<file path="config.mk">
export PLATFORM = sky130hd
export DESIGN_NAME = sram_adapter
export DESIGN_NICKNAME = d
export VERILOG_FILES = /design/src/common/adp_pkg.sv /design/src/common/adp_fifo_if.sv /design/src/hdl/adp_fifo.sv /design/src/sram_adapter/adp_req_check.sv /design/src/sram_adapter/adp_rsp_assemble.sv /design/src/sram_adapter/sram_adapter.sv
export VERILOG_INCLUDE_DIRS = /design/src /design/src/common
export SDC_FILE = /design/constraint.sdc
export NUM_CORES = 1
export LEC_CHECK = 0
export ABC_AREA = 0
export BUFFER_PORTS_ARGS = -buffer_cell sky130_fd_sc_hd__clkbuf_2
export CORE_AREA = 2 2 123 125
export CTS_CLUSTER_DIAMETER = 80
export DETAILED_ROUTE_END_ITERATION = 8
export DIE_AREA = 0 0 125 127
export GPL_TIMING_DRIVEN = 0
export PLACE_DENSITY = 0.72
export SYNTH_ARGS = -nofsm -noshare
export SYNTH_HDL_FRONTEND = slang
export SYNTH_SLANG_ARGS = --single-unit
export TNS_END_PERCENT = 20
</file>
<file path="constraint.sdc">
create_clock -name clk_i -period 2.93 [get_ports clk_i]
set_clock_uncertainty 0.2 [all_clocks]
set_input_delay 0.586 -clock clk_i [delete_from_list [all_inputs] [get_ports clk_i]]
set_output_delay 0.586 -clock clk_i [all_outputs]
set_load 0.01 [all_outputs]
</file>
<file path="src/common/adp_defs.svh">
/*
 * Bus-to-SRAM adapter widths, FIFO depth and the blanking word
 */
`ifndef ADP_DEFS_SVH
`define ADP_DEFS_SVH

// Bus word is 32 bits wide, 4 byte lanes
`define ADP_BUS_DW 32
`define ADP_BUS_BW 4

// SRAM word holds two bus words
`define ADP_SRAM_DW 64
`define ADP_LANES 2
`define ADP_SRAM_AW 10

// Byte address: 10 word bits, 1 lane bit, 2 byte bits
`define ADP_BUS_AW 13

// Request attributes carried back on the response
`define ADP_SRC_W 4
`define ADP_SIZE_W 2

// Max requests in flight, also every FIFO depth
`define ADP_OUTSTANDING 2

// Returned on writes and on every error response
`define ADP_ERR_DATA 32'hDEAD_C0DE

`endif

</file>
<file path="src/common/adp_pkg.sv">
/*
 * Shared types of the bus-to-SRAM adapter: bus opcodes and FIFO entries
 */
`include "adp_defs.svh"

package adp_pkg;

  // A-channel opcodes, every other value is rejected
  typedef enum logic [2:0] {
    op_put_full    = 3'd0,
    op_put_partial = 3'd1,
    op_get         = 3'd4
  } adp_op_e;

  // D-channel opcodes
  typedef enum logic [2:0] {
    d_access_ack      = 3'd0,
    d_access_ack_data = 3'd1
  } adp_d_op_e;

  // What the response has to look like
  typedef enum logic {
    kind_write = 1'b0,
    kind_read  = 1'b1
  } adp_kind_e;

  // One entry per accepted request, popped when the response leaves
  typedef struct packed {
    adp_kind_e               kind;
    logic                    err;
    logic [`ADP_SIZE_W-1:0]  size;
    logic [`ADP_SRC_W-1:0]   source;
  } adp_req_t;

  // One entry per granted read, popped when rvalid returns
  typedef struct packed {
    logic [`ADP_BUS_BW-1:0]          mask;
    logic [$clog2(`ADP_LANES)-1:0]   lane;
  } adp_lane_t;

  // Read word already lane selected and masked
  typedef struct packed {
    logic [`ADP_BUS_DW-1:0]  data;
    logic                    err;
  } adp_rsp_t;

endpackage

</file>
<file path="src/common/adp_fifo_if.sv">
/*
 * Push/pop handshake of one adapter FIFO, payload type set per instance
 */
`timescale 1ns/1ps

interface adp_fifo_if #(
  parameter type adp_payload_t = logic
);

  // Push side, transfer on valid and ready
  logic          push_valid;
  logic          push_ready;
  adp_payload_t  push_data;

  // Pop side, transfer on valid and ready
  logic          pop_valid;
  logic          pop_ready;
  adp_payload_t  pop_data;

  modport producer (
    output push_valid, push_data,
    input  push_ready
  );

  modport fifo (
    input  push_valid, push_data, pop_ready,
    output push_ready, pop_valid, pop_data
  );

  modport consumer (
    input  pop_valid, pop_data,
    output pop_ready
  );

endinterface

</file>
<file path="src/hdl/adp_fifo.sv">
/*
 * Synchronous FIFO for adapter bookkeeping, depth set by the outstanding limit
 */
`timescale 1ns/1ps
`include "adp_defs.svh"

module adp_fifo #(
  parameter type adp_payload_t = logic
) (
  input  logic      clk_i,
  input  logic      rst_ni,
  adp_fifo_if.fifo  q
);

  localparam int Depth = `ADP_OUTSTANDING;
  localparam int PtrW  = (Depth > 1) ? $clog2(Depth) : 1;
  localparam int CntW  = $clog2(Depth + 1);

  logic [PtrW-1:0]  wr_ptr_q;
  logic [PtrW-1:0]  rd_ptr_q;
  logic [CntW-1:0]  count_q;
  logic             push;
  logic             pop;
  adp_payload_t     mem_q [Depth];

  // Room and data flags straight from the count
  assign q.push_ready = (count_q != CntW'(Depth));
  assign q.pop_valid  = (count_q != '0);
  // Head entry, only written data reaches it so no bypass
  assign q.pop_data   = mem_q[rd_ptr_q];

  assign push = q.push_valid & q.push_ready;
  assign pop  = q.pop_valid & q.pop_ready;

  always_ff @(posedge clk_i or negedge rst_ni) begin
    if (!rst_ni) begin
      wr_ptr_q <= '0;
      rd_ptr_q <= '0;
      count_q  <= '0;
    end else begin
      if (push) begin
        // Wrap at depth, depth need not be a power of two
        wr_ptr_q <= (wr_ptr_q == PtrW'(Depth - 1)) ? '0 : wr_ptr_q + 1'b1;
      end
      if (pop) begin
        rd_ptr_q <= (rd_ptr_q == PtrW'(Depth - 1)) ? '0 : rd_ptr_q + 1'b1;
      end
      if (push != pop) begin
        count_q <= push ? count_q + 1'b1 : count_q - 1'b1;
      end
    end
  end

  // Storage
  always_ff @(posedge clk_i) begin
    if (push) begin
      mem_q[wr_ptr_q] <= q.push_data;
    end
  end

  // Producer never offers data that would be dropped
  push_when_full_a : assert property (@(posedge clk_i) disable iff (!rst_ni)
    q.push_valid |-> q.push_ready);

  // Consumer only takes what is there
  pop_when_empty_a : assert property (@(posedge clk_i) disable iff (!rst_ni)
    q.pop_ready |-> q.pop_valid);

endmodule

</file>
<file path="src/sram_adapter/adp_req_check.sv">
/*
 * Request side of the adapter: request checking, SRAM request build and
 * bookkeeping pushes for the response side
 */
`timescale 1ns/1ps
`include "adp_defs.svh"

module adp_req_check (
  input  logic                     clk_i,
  input  logic                     rst_ni,
  input  logic                     a_valid_i,
  input  logic [2:0]               a_opcode_i,
  input  logic [`ADP_BUS_AW-1:0]   a_address_i,
  input  logic [`ADP_BUS_BW-1:0]   a_mask_i,
  input  logic [`ADP_BUS_DW-1:0]   a_data_i,
  input  logic [`ADP_SIZE_W-1:0]   a_size_i,
  input  logic [`ADP_SRC_W-1:0]    a_source_i,
  output logic                     a_ready_o,
  input  logic                     gnt_i,
  output logic                     req_o,
  output logic                     we_o,
  output logic [`ADP_SRAM_AW-1:0]  addr_o,
  output logic [`ADP_SRAM_DW-1:0]  wdata_o,
  output logic [`ADP_SRAM_DW-1:0]  wmask_o,
  adp_fifo_if.producer             req_q,
  adp_fifo_if.producer             lane_q
);

  localparam int ByteOffW = $clog2(`ADP_BUS_BW);
  localparam int LaneW    = $clog2(`ADP_LANES);

  logic                                     is_read;
  logic                                     is_write;
  logic                                     req_err;
  logic                                     room;
  logic                                     missed_gnt_q;
  logic [LaneW-1:0]                         lane;
  logic [`ADP_LANES-1:0][`ADP_BUS_DW-1:0]   wdata_lanes;
  logic [`ADP_LANES-1:0][`ADP_BUS_DW-1:0]   wmask_lanes;
  adp_pkg::adp_req_t                        req_entry;

  // Only the three supported opcodes are legal
  assign is_read  = (a_opcode_i == adp_pkg::op_get);
  assign is_write = (a_opcode_i == adp_pkg::op_put_full) |
                    (a_opcode_i == adp_pkg::op_put_partial);
  // Bad opcode or empty mask gets an error reply, no SRAM access
  assign req_err  = ~(is_read | is_write) | (a_mask_i == '0);

  // Both bookkeeping FIFOs must take the entry
  assign room = req_q.push_ready & lane_q.push_ready;

  assign req_o     = a_valid_i & ~req_err & room;
  // Error requests see no grant, so ready is forced one cycle later
  assign a_ready_o = (gnt_i | missed_gnt_q) & room;
  assign we_o      = a_valid_i & is_write;

  // Word bits above the lane and byte offset
  assign addr_o = a_address_i[ByteOffW+LaneW +: `ADP_SRAM_AW];
  assign lane   = a_address_i[ByteOffW +: LaneW];

  // Byte mask expanded to bits, placed in the addressed lane
  always_comb begin
    wdata_lanes = '0;
    wmask_lanes = '0;
    for (int i = 0; i < `ADP_BUS_BW; i++) begin
      wmask_lanes[lane][8*i +: 8] = {8{a_mask_i[i]}};
      // Reads drive zero data
      wdata_lanes[lane][8*i +: 8] = (a_mask_i[i] && is_write) ? a_data_i[8*i +: 8] : 8'h00;
    end
  end

  assign wdata_o = wdata_lanes;
  assign wmask_o = wmask_lanes;

  always_comb begin
    req_entry.kind   = is_read ? adp_pkg::kind_read : adp_pkg::kind_write;
    req_entry.err    = req_err;
    req_entry.size   = a_size_i;
    req_entry.source = a_source_i;
  end

  // Every accepted request gets a response slot
  assign req_q.push_valid = a_valid_i & a_ready_o;
  assign req_q.push_data  = req_entry;

  // Lane info only for reads that really went to the SRAM
  assign lane_q.push_valid     = req_o & gnt_i & is_read;
  assign lane_q.push_data.mask = a_mask_i;
  assign lane_q.push_data.lane = lane;

  // Error request seen but not accepted this cycle
  always_ff @(posedge clk_i or negedge rst_ni) begin
    if (!rst_ni) begin
      missed_gnt_q <= 1'b0;
    end else begin
      missed_gnt_q <= a_valid_i & req_err & ~a_ready_o;
    end
  end

  // A stalled SRAM request stays up with the same word address
  req_held_a : assert property (@(posedge clk_i) disable iff (!rst_ni)
    req_o && !gnt_i |=> req_o && $stable(addr_o));

endmodule

</file>
<file path="src/sram_adapter/adp_rsp_assemble.sv">
/*
 * Response side of the adapter: read lane extraction, read data buffering,
 * in-order D-channel responses and the sticky fault flag
 */
`timescale 1ns/1ps
`include "adp_defs.svh"

module adp_rsp_assemble (
  input  logic                     clk_i,
  input  logic                     rst_ni,
  input  logic                     rvalid_i,
  input  logic [`ADP_SRAM_DW-1:0]  rdata_i,
  input  logic                     rerror_i,
  output logic                     d_valid_o,
  input  logic                     d_ready_i,
  output logic [2:0]               d_opcode_o,
  output logic [`ADP_SIZE_W-1:0]   d_size_o,
  output logic [`ADP_SRC_W-1:0]    d_source_o,
  output logic [`ADP_BUS_DW-1:0]   d_data_o,
  output logic                     d_error_o,
  output logic                     fault_o,
  adp_fifo_if.consumer             req_q,
  adp_fifo_if.consumer             lane_q,
  adp_fifo_if.producer             rsp_push,
  adp_fifo_if.consumer             rsp_pop
);

  logic [`ADP_LANES-1:0][`ADP_BUS_DW-1:0]  rdata_lanes;
  logic [`ADP_BUS_DW-1:0]                  rmask;
  logic                                    rd_match;
  logic                                    head_rd;
  logic                                    head_is_get;
  logic                                    d_ack;
  logic                                    fault_q;

  // SRAM word viewed as bus lanes
  assign rdata_lanes = rdata_i;

  // Returning read pairs with the oldest lane entry
  assign rd_match         = rvalid_i & lane_q.pop_valid;
  assign lane_q.pop_ready = rd_match;

  always_comb begin
    for (int i = 0; i < `ADP_BUS_BW; i++) begin
      rmask[8*i +: 8] = {8{lane_q.pop_data.mask[i]}};
    end
  end

  // Unrequested bytes are zeroed before buffering
  assign rsp_push.push_valid     = rd_match;
  assign rsp_push.push_data.data = rdata_lanes[lane_q.pop_data.lane] & rmask;
  assign rsp_push.push_data.err  = rerror_i;

  // Head request decides what the response waits for
  assign head_is_get = (req_q.pop_data.kind == adp_pkg::kind_read);
  // Rejected reads never reached the SRAM
  assign head_rd     = head_is_get & ~req_q.pop_data.err;

  // Writes and errors answer at once, reads wait for data
  assign d_valid_o = req_q.pop_valid & (~head_rd | rsp_pop.pop_valid);
  assign d_error_o = d_valid_o & (req_q.pop_data.err |
                                  (head_rd & rsp_pop.pop_data.err));

  assign d_opcode_o = (d_valid_o && head_is_get) ? adp_pkg::d_access_ack_data :
                                                   adp_pkg::d_access_ack;
  assign d_size_o   = d_valid_o ? req_q.pop_data.size : '0;
  assign d_source_o = d_valid_o ? req_q.pop_data.source : '0;
  // Blanking word unless this is a clean read
  assign d_data_o   = (d_valid_o && head_rd && !d_error_o) ? rsp_pop.pop_data.data :
                                                             `ADP_ERR_DATA;

  // Both entries leave together on the D handshake
  assign d_ack             = d_valid_o & d_ready_i;
  assign req_q.pop_ready   = d_ack;
  assign rsp_pop.pop_ready = d_ack & head_rd;

  // Read data with nothing in flight, kept until reset
  always_ff @(posedge clk_i or negedge rst_ni) begin
    if (!rst_ni) begin
      fault_q <= 1'b0;
    end else if (rvalid_i && !lane_q.pop_valid) begin
      fault_q <= 1'b1;
    end
  end

  assign fault_o = fault_q;

  // SRAM has no back-pressure, rsp_q depth must cover every read in flight
  rvalid_room_a : assert property (@(posedge clk_i) disable iff (!rst_ni)
    rvalid_i |-> rsp_push.push_ready);

endmodule

</file>
<file path="src/sram_adapter/sram_adapter.sv">
/*
 * Bus-to-SRAM adapter top: single-beat bus requests onto a 64-bit SRAM,
 * in-order responses, up to two requests outstanding
 */
`timescale 1ns/1ps
`include "adp_defs.svh"

module sram_adapter (
  input  logic                     clk_i,
  input  logic                     rst_ni,
  // Request channel
  input  logic                     a_valid_i,
  output logic                     a_ready_o,
  input  logic [2:0]               a_opcode_i,
  input  logic [`ADP_BUS_AW-1:0]   a_address_i,
  input  logic [`ADP_BUS_BW-1:0]   a_mask_i,
  input  logic [`ADP_BUS_DW-1:0]   a_data_i,
  input  logic [`ADP_SIZE_W-1:0]   a_size_i,
  input  logic [`ADP_SRC_W-1:0]    a_source_i,
  // Response channel
  output logic                     d_valid_o,
  input  logic                     d_ready_i,
  output logic [2:0]               d_opcode_o,
  output logic [`ADP_SIZE_W-1:0]   d_size_o,
  output logic [`ADP_SRC_W-1:0]    d_source_o,
  output logic [`ADP_BUS_DW-1:0]   d_data_o,
  output logic                     d_error_o,
  // SRAM port
  output logic                     req_o,
  input  logic                     gnt_i,
  output logic                     we_o,
  output logic [`ADP_SRAM_AW-1:0]  addr_o,
  output logic [`ADP_SRAM_DW-1:0]  wdata_o,
  output logic [`ADP_SRAM_DW-1:0]  wmask_o,
  input  logic                     rvalid_i,
  input  logic [`ADP_SRAM_DW-1:0]  rdata_i,
  input  logic                     rerror_i,
  output logic                     fault_o
);

  // Request order, read lane info and buffered read data
  adp_fifo_if #(.adp_payload_t(adp_pkg::adp_req_t))  req_q ();
  adp_fifo_if #(.adp_payload_t(adp_pkg::adp_lane_t)) lane_q ();
  adp_fifo_if #(.adp_payload_t(adp_pkg::adp_rsp_t))  rsp_q ();

  adp_fifo #(.adp_payload_t(adp_pkg::adp_req_t)) u_req_fifo (
    .clk_i, .rst_ni, .q(req_q)
  );

  adp_fifo #(.adp_payload_t(adp_pkg::adp_lane_t)) u_lane_fifo (
    .clk_i, .rst_ni, .q(lane_q)
  );

  adp_fifo #(.adp_payload_t(adp_pkg::adp_rsp_t)) u_rsp_fifo (
    .clk_i, .rst_ni, .q(rsp_q)
  );

  adp_req_check u_req_check (
    .clk_i, .rst_ni,
    .a_valid_i, .a_opcode_i, .a_address_i, .a_mask_i, .a_data_i, .a_size_i, .a_source_i,
    .a_ready_o, .gnt_i,
    .req_o, .we_o, .addr_o, .wdata_o, .wmask_o,
    .req_q (req_q),
    .lane_q(lane_q)
  );

  // rsp_q is filled and drained by the same block
  adp_rsp_assemble u_rsp_assemble (
    .clk_i, .rst_ni,
    .rvalid_i, .rdata_i, .rerror_i,
    .d_valid_o, .d_ready_i, .d_opcode_o, .d_size_o, .d_source_o, .d_data_o, .d_error_o,
    .fault_o,
    .req_q   (req_q),
    .lane_q  (lane_q),
    .rsp_push(rsp_q),
    .rsp_pop (rsp_q)
  );

endmodule

</file>
==> results of run 1 <==
power breakdown:
group | internal, mW | leakage, nW | switching [mW]
sequential | 1.83 | 1.02 | 0.0688
combinational | 0.776 | 2.80 | 0.958
clock | 0.843 | 0.168 | 0.520
area by class of cell:
type | instances | share of cell area
Buffer | 92 | 0.0786
Tap cell | 184 | 0.0285
Clock buffer | 9 | 0.0279
Timing Repair Buffer | 315 | 0.208
Multi-Input combinational cell | 325 | 0.253
Inverter | 6 | 0.00279
Clock inverter | 7 | 0.0156
Sequential cell | 106 | 0.385
stage by stage:
stage          instances  hold slack (ps)  worst slack, ps  power (mW)  TNS [ps]
6_report            1044              229             36.7        4.99         0
5_1_grt             1044              222            -71.7        5.24      -503
4_1_cts             1031              217             15.3        4.88         0
3_5_place_dp        1013              281             90.7        3.51         0
3_3_place_gp        1013              250             -911        3.47    -30030
2_1_floorplan        530             90.4             86.4        2.99         0
cell usage after synthesis (2+ instances only):
cell	number	area, um^2
a21oi_1	36	180
and2_1	29	181
and3_1	45	282
buf_2	4	20.0
buf_4	69	518
buf_6	2	22.5
clkbuf_1	17	63.8
dfrtp_1	14	350
edfxtp_1	92	2760
inv_1	6	22.5
mux2_2	2	22.5
mux2i_1	45	450
nand2_1	89	334
nand2b_1	4	25.0
nor2_1	26	97.6
nor2b_1	5	31.3
o211ai_1	4	30.0
o21a_1	2	15.0
o21ai_0	5	25.0
o21ai_1	2	10.0
or4_1	2	15.0
xnor2_1	7	61.3
critical path: stages (launching register included):
cell and delay [ps]:
dfrtp_1 380, buf_6 130, nand2b_4 150, o22ai_4 160
o21ai_2 110, or3_4 440, clkbuf_16 190, nor2_2 80
buf_2 130
registers in the layout, summed over array words and instances, names as in the netlist:
register / cells
u_lane_fifo.count_q: 2
u_lane_fifo.mem_q: 10
u_lane_fifo.rd_ptr_q: 1
u_lane_fifo.wr_ptr_q: 1
u_req_check.missed_gnt_q: 1
u_req_fifo.count_q: 2
u_req_fifo.mem_q: 16
u_req_fifo.rd_ptr_q: 1
u_req_fifo.wr_ptr_q: 1
u_rsp_assemble.fault_o: 1
u_rsp_fifo.count_q: 2
u_rsp_fifo.mem_q: 66
u_rsp_fifo.rd_ptr_q: 1
u_rsp_fifo.wr_ptr_q: 1
cells by family (layout without fill, tap and decap cells):
logic type	Yosys count	after routing	synth area share
muxes	47	47	0.0824
DFF	106	106	0.543
xor gates and xnor gates	8	8	0.0122
AOI/OAI and AO/OA	56	56	0.0582
and+or+nand+nor	212	212	0.190
other	1	2	0.000654
buffers and inverters	99	429	0.113
what timing repair did:
action,CTS,global route
hold endpoints to repair,14,0
buffers inserted,1,13
gates cloned,0,1
pin swaps,2,8
setup endpoints to repair,13,22
resized for setup,3,34
hold buffers,1,0
metal layers:
layer / track usage / vias to the layer above
met5: 0 / -
met3: 0.0251 / 27
met4: 0.0935 / 0
met1: 0.216 / 2281
li1: - / 2421
met2: 0.349 / 226
how the worst max path moves through the flow:
stage / startpoint / endpoint / slack [ps] / cells after the start
after floorplan: rvalid_i / u_rsp_fifo.mem_q[0][0]$_DFFE_PP_ / 90 / 3
after global placement: rvalid_i / u_rsp_fifo.mem_q[0][11]$_DFFE_PP_ / -910 / 4
after detailed placement: a_mask_i[0] / wdata_o[36] / 90 / 6
after CTS: u_req_fifo.rd_ptr_q$_DFFE_PN0P_ / d_data_o[20] / 20 / 8
after global routing: u_req_fifo.rd_ptr_q$_DFFE_PN0P_ / d_data_o[12] / -70 / 8
final: u_req_fifo.rd_ptr_q$_DFFE_PN0P_ / d_data_o[13] / 40 / 8
==> results.py, run 1 <==
metrics = {
    "status": {
        "outcome": "finished, final reports clean",
    },
    "finish": {
        "multi_input_area_um2": 2040,
        "design_area_um2": 8080,
        "drive_above_1_share": 0.501,
        "area_growth_pct": 40.8,
        "final-seq-area_um2": 3110,
        "diodes": 0,
        "final_common_cell": "clkbuf_2",
        "n_fill_cell": 1268,
        "fin_nets": 984,
        "final_cell_mix": "290 x clkbuf_2, 92 x edfxtp_1, 89 x nand2_1, 83 x buf_4, 45 x mux2i_1",
        "final_core_util": 0.560,
    },
    "detailed_routing": {
        "drc": 0,
        "drtAntennaViolNets": 0,
        "wl_met1_mm": 6.25,
        "wl_met3_um": 911,
        "drt_iter0_drc": 254,
        "wl_per_cell_um": 15.4,
        "highest-signal-layer": "met4",
        "met2_length_mm": 8.37,
        "first_pass_iters": 4,
        "drt_wl_total_mm": 16.1,
        "viasPerCell": 4.75,
        "vias": 4955,
    },
    "global_routing": {
        "antenna_found_initial": 0,
        "overflow": 0,
        "grt_pass1_wl_mm": 23.6,
        "grt_pass1_vias": 4574,
        "track_usage": 0.189,
        "grt_max_degree": 34,
    },
    "cts": {
        "cts_tree": "built",
        "cts_root_buffer": "clkbuf_16",
        "htreeDepth": 3,
        "cts.sinks": 106,
        "clk_latency_ps": 340,
        "cts.reportedPaths.clkPinSlew_ps": 70,
        "cts_max_path_buffers": 2,
        "cts_made_buffers": 9,
    },
    "sta": {
        "slew_headroom": 0.242,
        "max_freq_ghz": 0.346,
        "slew_violations": 0,
        "setup_viol": 0,
        "grt_setup_unrepaired": "yes",
        "worst_pin_slew_ps": 1110,
        "min_period_ps": 2890,
        "finalHoldViolCount": 0,
        "min_period_over_period": 0.987,
    },
    "floorplan": {
        "fp-row-count": 44,
        "dieWidth_um": 125,
        "die_area_um2": 15900,
        "core-area_um2": 14400,
        "die_height_um": 127,
        "start_util": 0.398,
        "io_pins": 314,
    },
    "synth": {
        "synth.distinct_cells": 44,
        "syn_avg_cell_area_um2": 10.8,
        "synth-edff-count": 92,
        "yosys_most_used_dff": "edfxtp_1",
        "netlist_area_um2": 5740,
        "ys_seq_area_frac": 0.543,
        "ys_ff_latch": 106,
        "ys_async_sr_fraction": 0.132,
        "ys_warn_count": 0,
        "syn_inst": 529,
    },
    "critical_path": {
        "r2r_end": "u_rsp_fifo.mem_q[1][10]$_DFFE_PP_",
        "r2r_setup_slack_ps": 490,
        "cp-end-kind": "output pin",
        "r2r_start": "u_lane_fifo.rd_ptr_q$_DFFE_PN0P_",
        "path_class": "flip-flop to output pin",
        "worstSetupStartpointType": "flip-flop",
        "rr_worst_depth": 5,
        "required_ps": 2140,
        "worst_ep_arrival_time_ps": 2110,
        "worst-path-max-fanout": 5,
    },
    "hold_path": {
        "hold_end": "u_req_fifo.mem_q[1][3]$_DFFE_PP_",
        "min_path_type": "input pin to flip-flop",
        "hold_depth": 1,
        "min_from": "a_source_i[3]",
    },
    "place": {
        "dpl_cell_area_um2": 7480,
        "io_buffers": 299,
        "routabilityCongestion": 0.844,
        "dp_hpwl_mm": 12.6,
    },
    "pwr": {
        "powerDensity_nw_per_um2": 618,
        "ir_drop_uv": 316,
        "p_leak_nw": 3.99,
    },
    "job": {
        "drv_cap": 0,
    },
}
Power figures use the tool's default switching activity.
==> inputs of run 2 (changes only) <==
RECOVER_POWER = 25   (was unset)
==> run 2 against run 1 <==
Fmax shrank 0.40%. Worst hold slack lost 0.51 ps. Die area is the same. Non-clock buffer count unchanged. Core utilization decreased by 0.21 points. Largest cell class unchanged. Clock-buffer cell count is the same. Highest routed layer unchanged. Flip-flop and latch count unchanged. Critical path depth is the same.
==> results.py, run 2 (same netlist as run 1, synthesis figures left out) <==
metrics = {
    "status": {
        "outcome": "finished, final reports clean",
    },
    "detailed_routing": {
        "drt_wl_total_mm": 16.1,
        "vias": 4925,
        "wl_per_cell_um": 15.4,
        "first_pass_iters": 4,
        "drc": 0,
        "drtAntennaViolNets": 0,
        "drt_iter0_drc": 243,
        "viasPerCell": 4.72,
    },
    "pwr": {
        "p_leak_nw": 3.92,
        "ir_drop_uv": 318,
        "powerDensity_nw_per_um2": 621,
        "power_mw": 4.99,
    },
    "cts": {
        "cts.sinks": 106,
        "clk_latency_ps": 340,
        "htreeDepth": 3,
        "cts.reportedPaths.clkPinSlew_ps": 70,
        "cts_tree": "built",
        "cts_max_path_buffers": 2,
        "cts_root_buffer": "clkbuf_16",
        "cts_made_buffers": 9,
    },
    "place": {
        "dp_hpwl_mm": 12.6,
        "io_buffers": 299,
        "dpl_cell_area_um2": 7480,
        "routabilityCongestion": 0.844,
    },
    "critical_path": {
        "r2r_setup_slack_ps": 510,
        "path_class": "flip-flop to output pin",
        "cp_cell_sequence": "buf_6, nand2b_4, o22ai_4, o21ai_2, or3_4, clkbuf_16, nor2_2, buf_2",
        "required_ps": 2140,
        "worst_ep_arrival_time_ps": 2120,
        "worst-path-max-fanout": 5,
        "cp-end-kind": "output pin",
        "worstSetupStartpointType": "flip-flop",
        "cp_slowest_cell": "or3_4",
        "cpPeakStageDelay_ps": 440,
    },
    "global_routing": {
        "antenna_found_initial": 0,
        "grt_max_degree": 34,
        "track_usage": 0.189,
        "grt_pass1_vias": 4574,
        "grt_pass1_wl_mm": 23.6,
        "overflow": 0,
    },
    "finish": {
        "diodes": 0,
        "design_area_um2": 8050,
        "top_regs": "u_rsp_fifo.mem_q: 66 flops, u_req_fifo.mem_q: 16 flops, u_lane_fifo.mem_q: 10 flops",
        "regMostFlops": "u_rsp_fifo.mem_q",
        "n_fill_cell": 1283,
        "drive_above_1_share": 0.477,
        "largest_reg_flops": 66,
        "final_common_cell": "clkbuf_2",
        "final_cell_mix": "270 x clkbuf_2, 92 x edfxtp_1, 89 x nand2_1, 83 x buf_4, 45 x mux2i_1",
        "fin_nets": 984,
        "area_growth_pct": 40.2,
    },
    "floorplan": {
        "fp-row-count": 44,
        "die_height_um": 127,
        "io_pins": 314,
        "core-area_um2": 14400,
        "start_util": 0.398,
        "die_area_um2": 15900,
        "dieWidth_um": 125,
    },
    "sta": {
        "slew_headroom": 0.249,
        "grt_setup_unrepaired": "yes",
        "min_period_ps": 2900,
        "min_period_over_period": 0.991,
        "max_freq_ghz": 0.344,
        "tns_ps": 0,
        "finalHoldViolCount": 0,
        "slew_violations": 0,
        "worst_pin_slew_ps": 1100,
        "setup_viol": 0,
    },
    "job": {
        "drv_cap": 0,
    },
    "hold_path": {
        "min_path_type": "input pin to flip-flop",
    },
}
-- run 2: final timing paths --
path | startpoint | endpoint | cells after the start
hold reg to reg | u_rsp_assemble.fault_o$_DFFE_PN0P_ | u_rsp_assemble.fault_o$_DFFE_PN0P_ | 1
hold / removal | a_source_i[3] | u_req_fifo.mem_q[1][3]$_DFFE_PP_ | 1
setup / recovery | u_req_fifo.rd_ptr_q$_DFFE_PN0P_ | d_data_o[13] | 8
setup reg to reg | u_lane_fifo.rd_ptr_q$_DFFE_PN0P_ | u_rsp_fifo.mem_q[0][2]$_DFFE_PP_ | 5
min in group asynchronous | rst_ni | u_lane_fifo.count_q[1]$_DFFE_PN0P_ | 2
max in group asynchronous | rst_ni | u_req_fifo.rd_ptr_q$_DFFE_PN0P_ | 2
-- run 2: final cells by class --
type                    count  area, um^2  area share
clock inverters             7         126      0.0157
well taps                 184         230      0.0286
multi-input cells         325        2040       0.253
flip-flops and latches    106        3110       0.387
plain buffers              92         634      0.0788
clock buffers               9         225      0.0280
inverters                   6        22.5     0.00280
repair buffers            315        1660       0.206
-- run 2: through the flow --
stage                     instances  hold WS (ps)  utilization  setup slack, ps
after global placement         1013           250        0.518             -911
after floorplan                 530          90.4            -             86.4
after detailed placement       1013           281        0.518             90.7
final                          1044           229        0.558             25.1
after global routing           1044           222        0.558            -71.7
after CTS                      1031           217        0.545             15.3
-- run 2: timing repair --
item,in CTS,in global routing
gates resized for setup,3,34
buffers inserted,1,13
pin swaps,2,8
hold buffers,1,0
gates cloned,0,1
setup endpoints to repair,13,22
hold endpoints to repair,14,0
-- run 2: worst max-delay path, delay by kind of cell, from the launching register on --
kind            cells  cell delay (ps)
compound gates      2              270
buf+inv             3              450
simple gates        3              670
flops               1              380
-- run 2: metal layers --
layer / GRT usage / wire [um] / part of all wire
met1: 0.216 / 6340 / 0.39
met3: 0.0251 / 861 / 0.053
met4: 0.0935 / 581 / 0.036
met2: 0.349 / 8320 / 0.52
met5: 0 / 0 / 0
-- run 2: power by group --
group	internal, mW	total (mW)	switching (mW)
clock network	0.843	1.37	0.524
logic	0.772	1.73	0.956
registers	1.83	1.90	0.0689
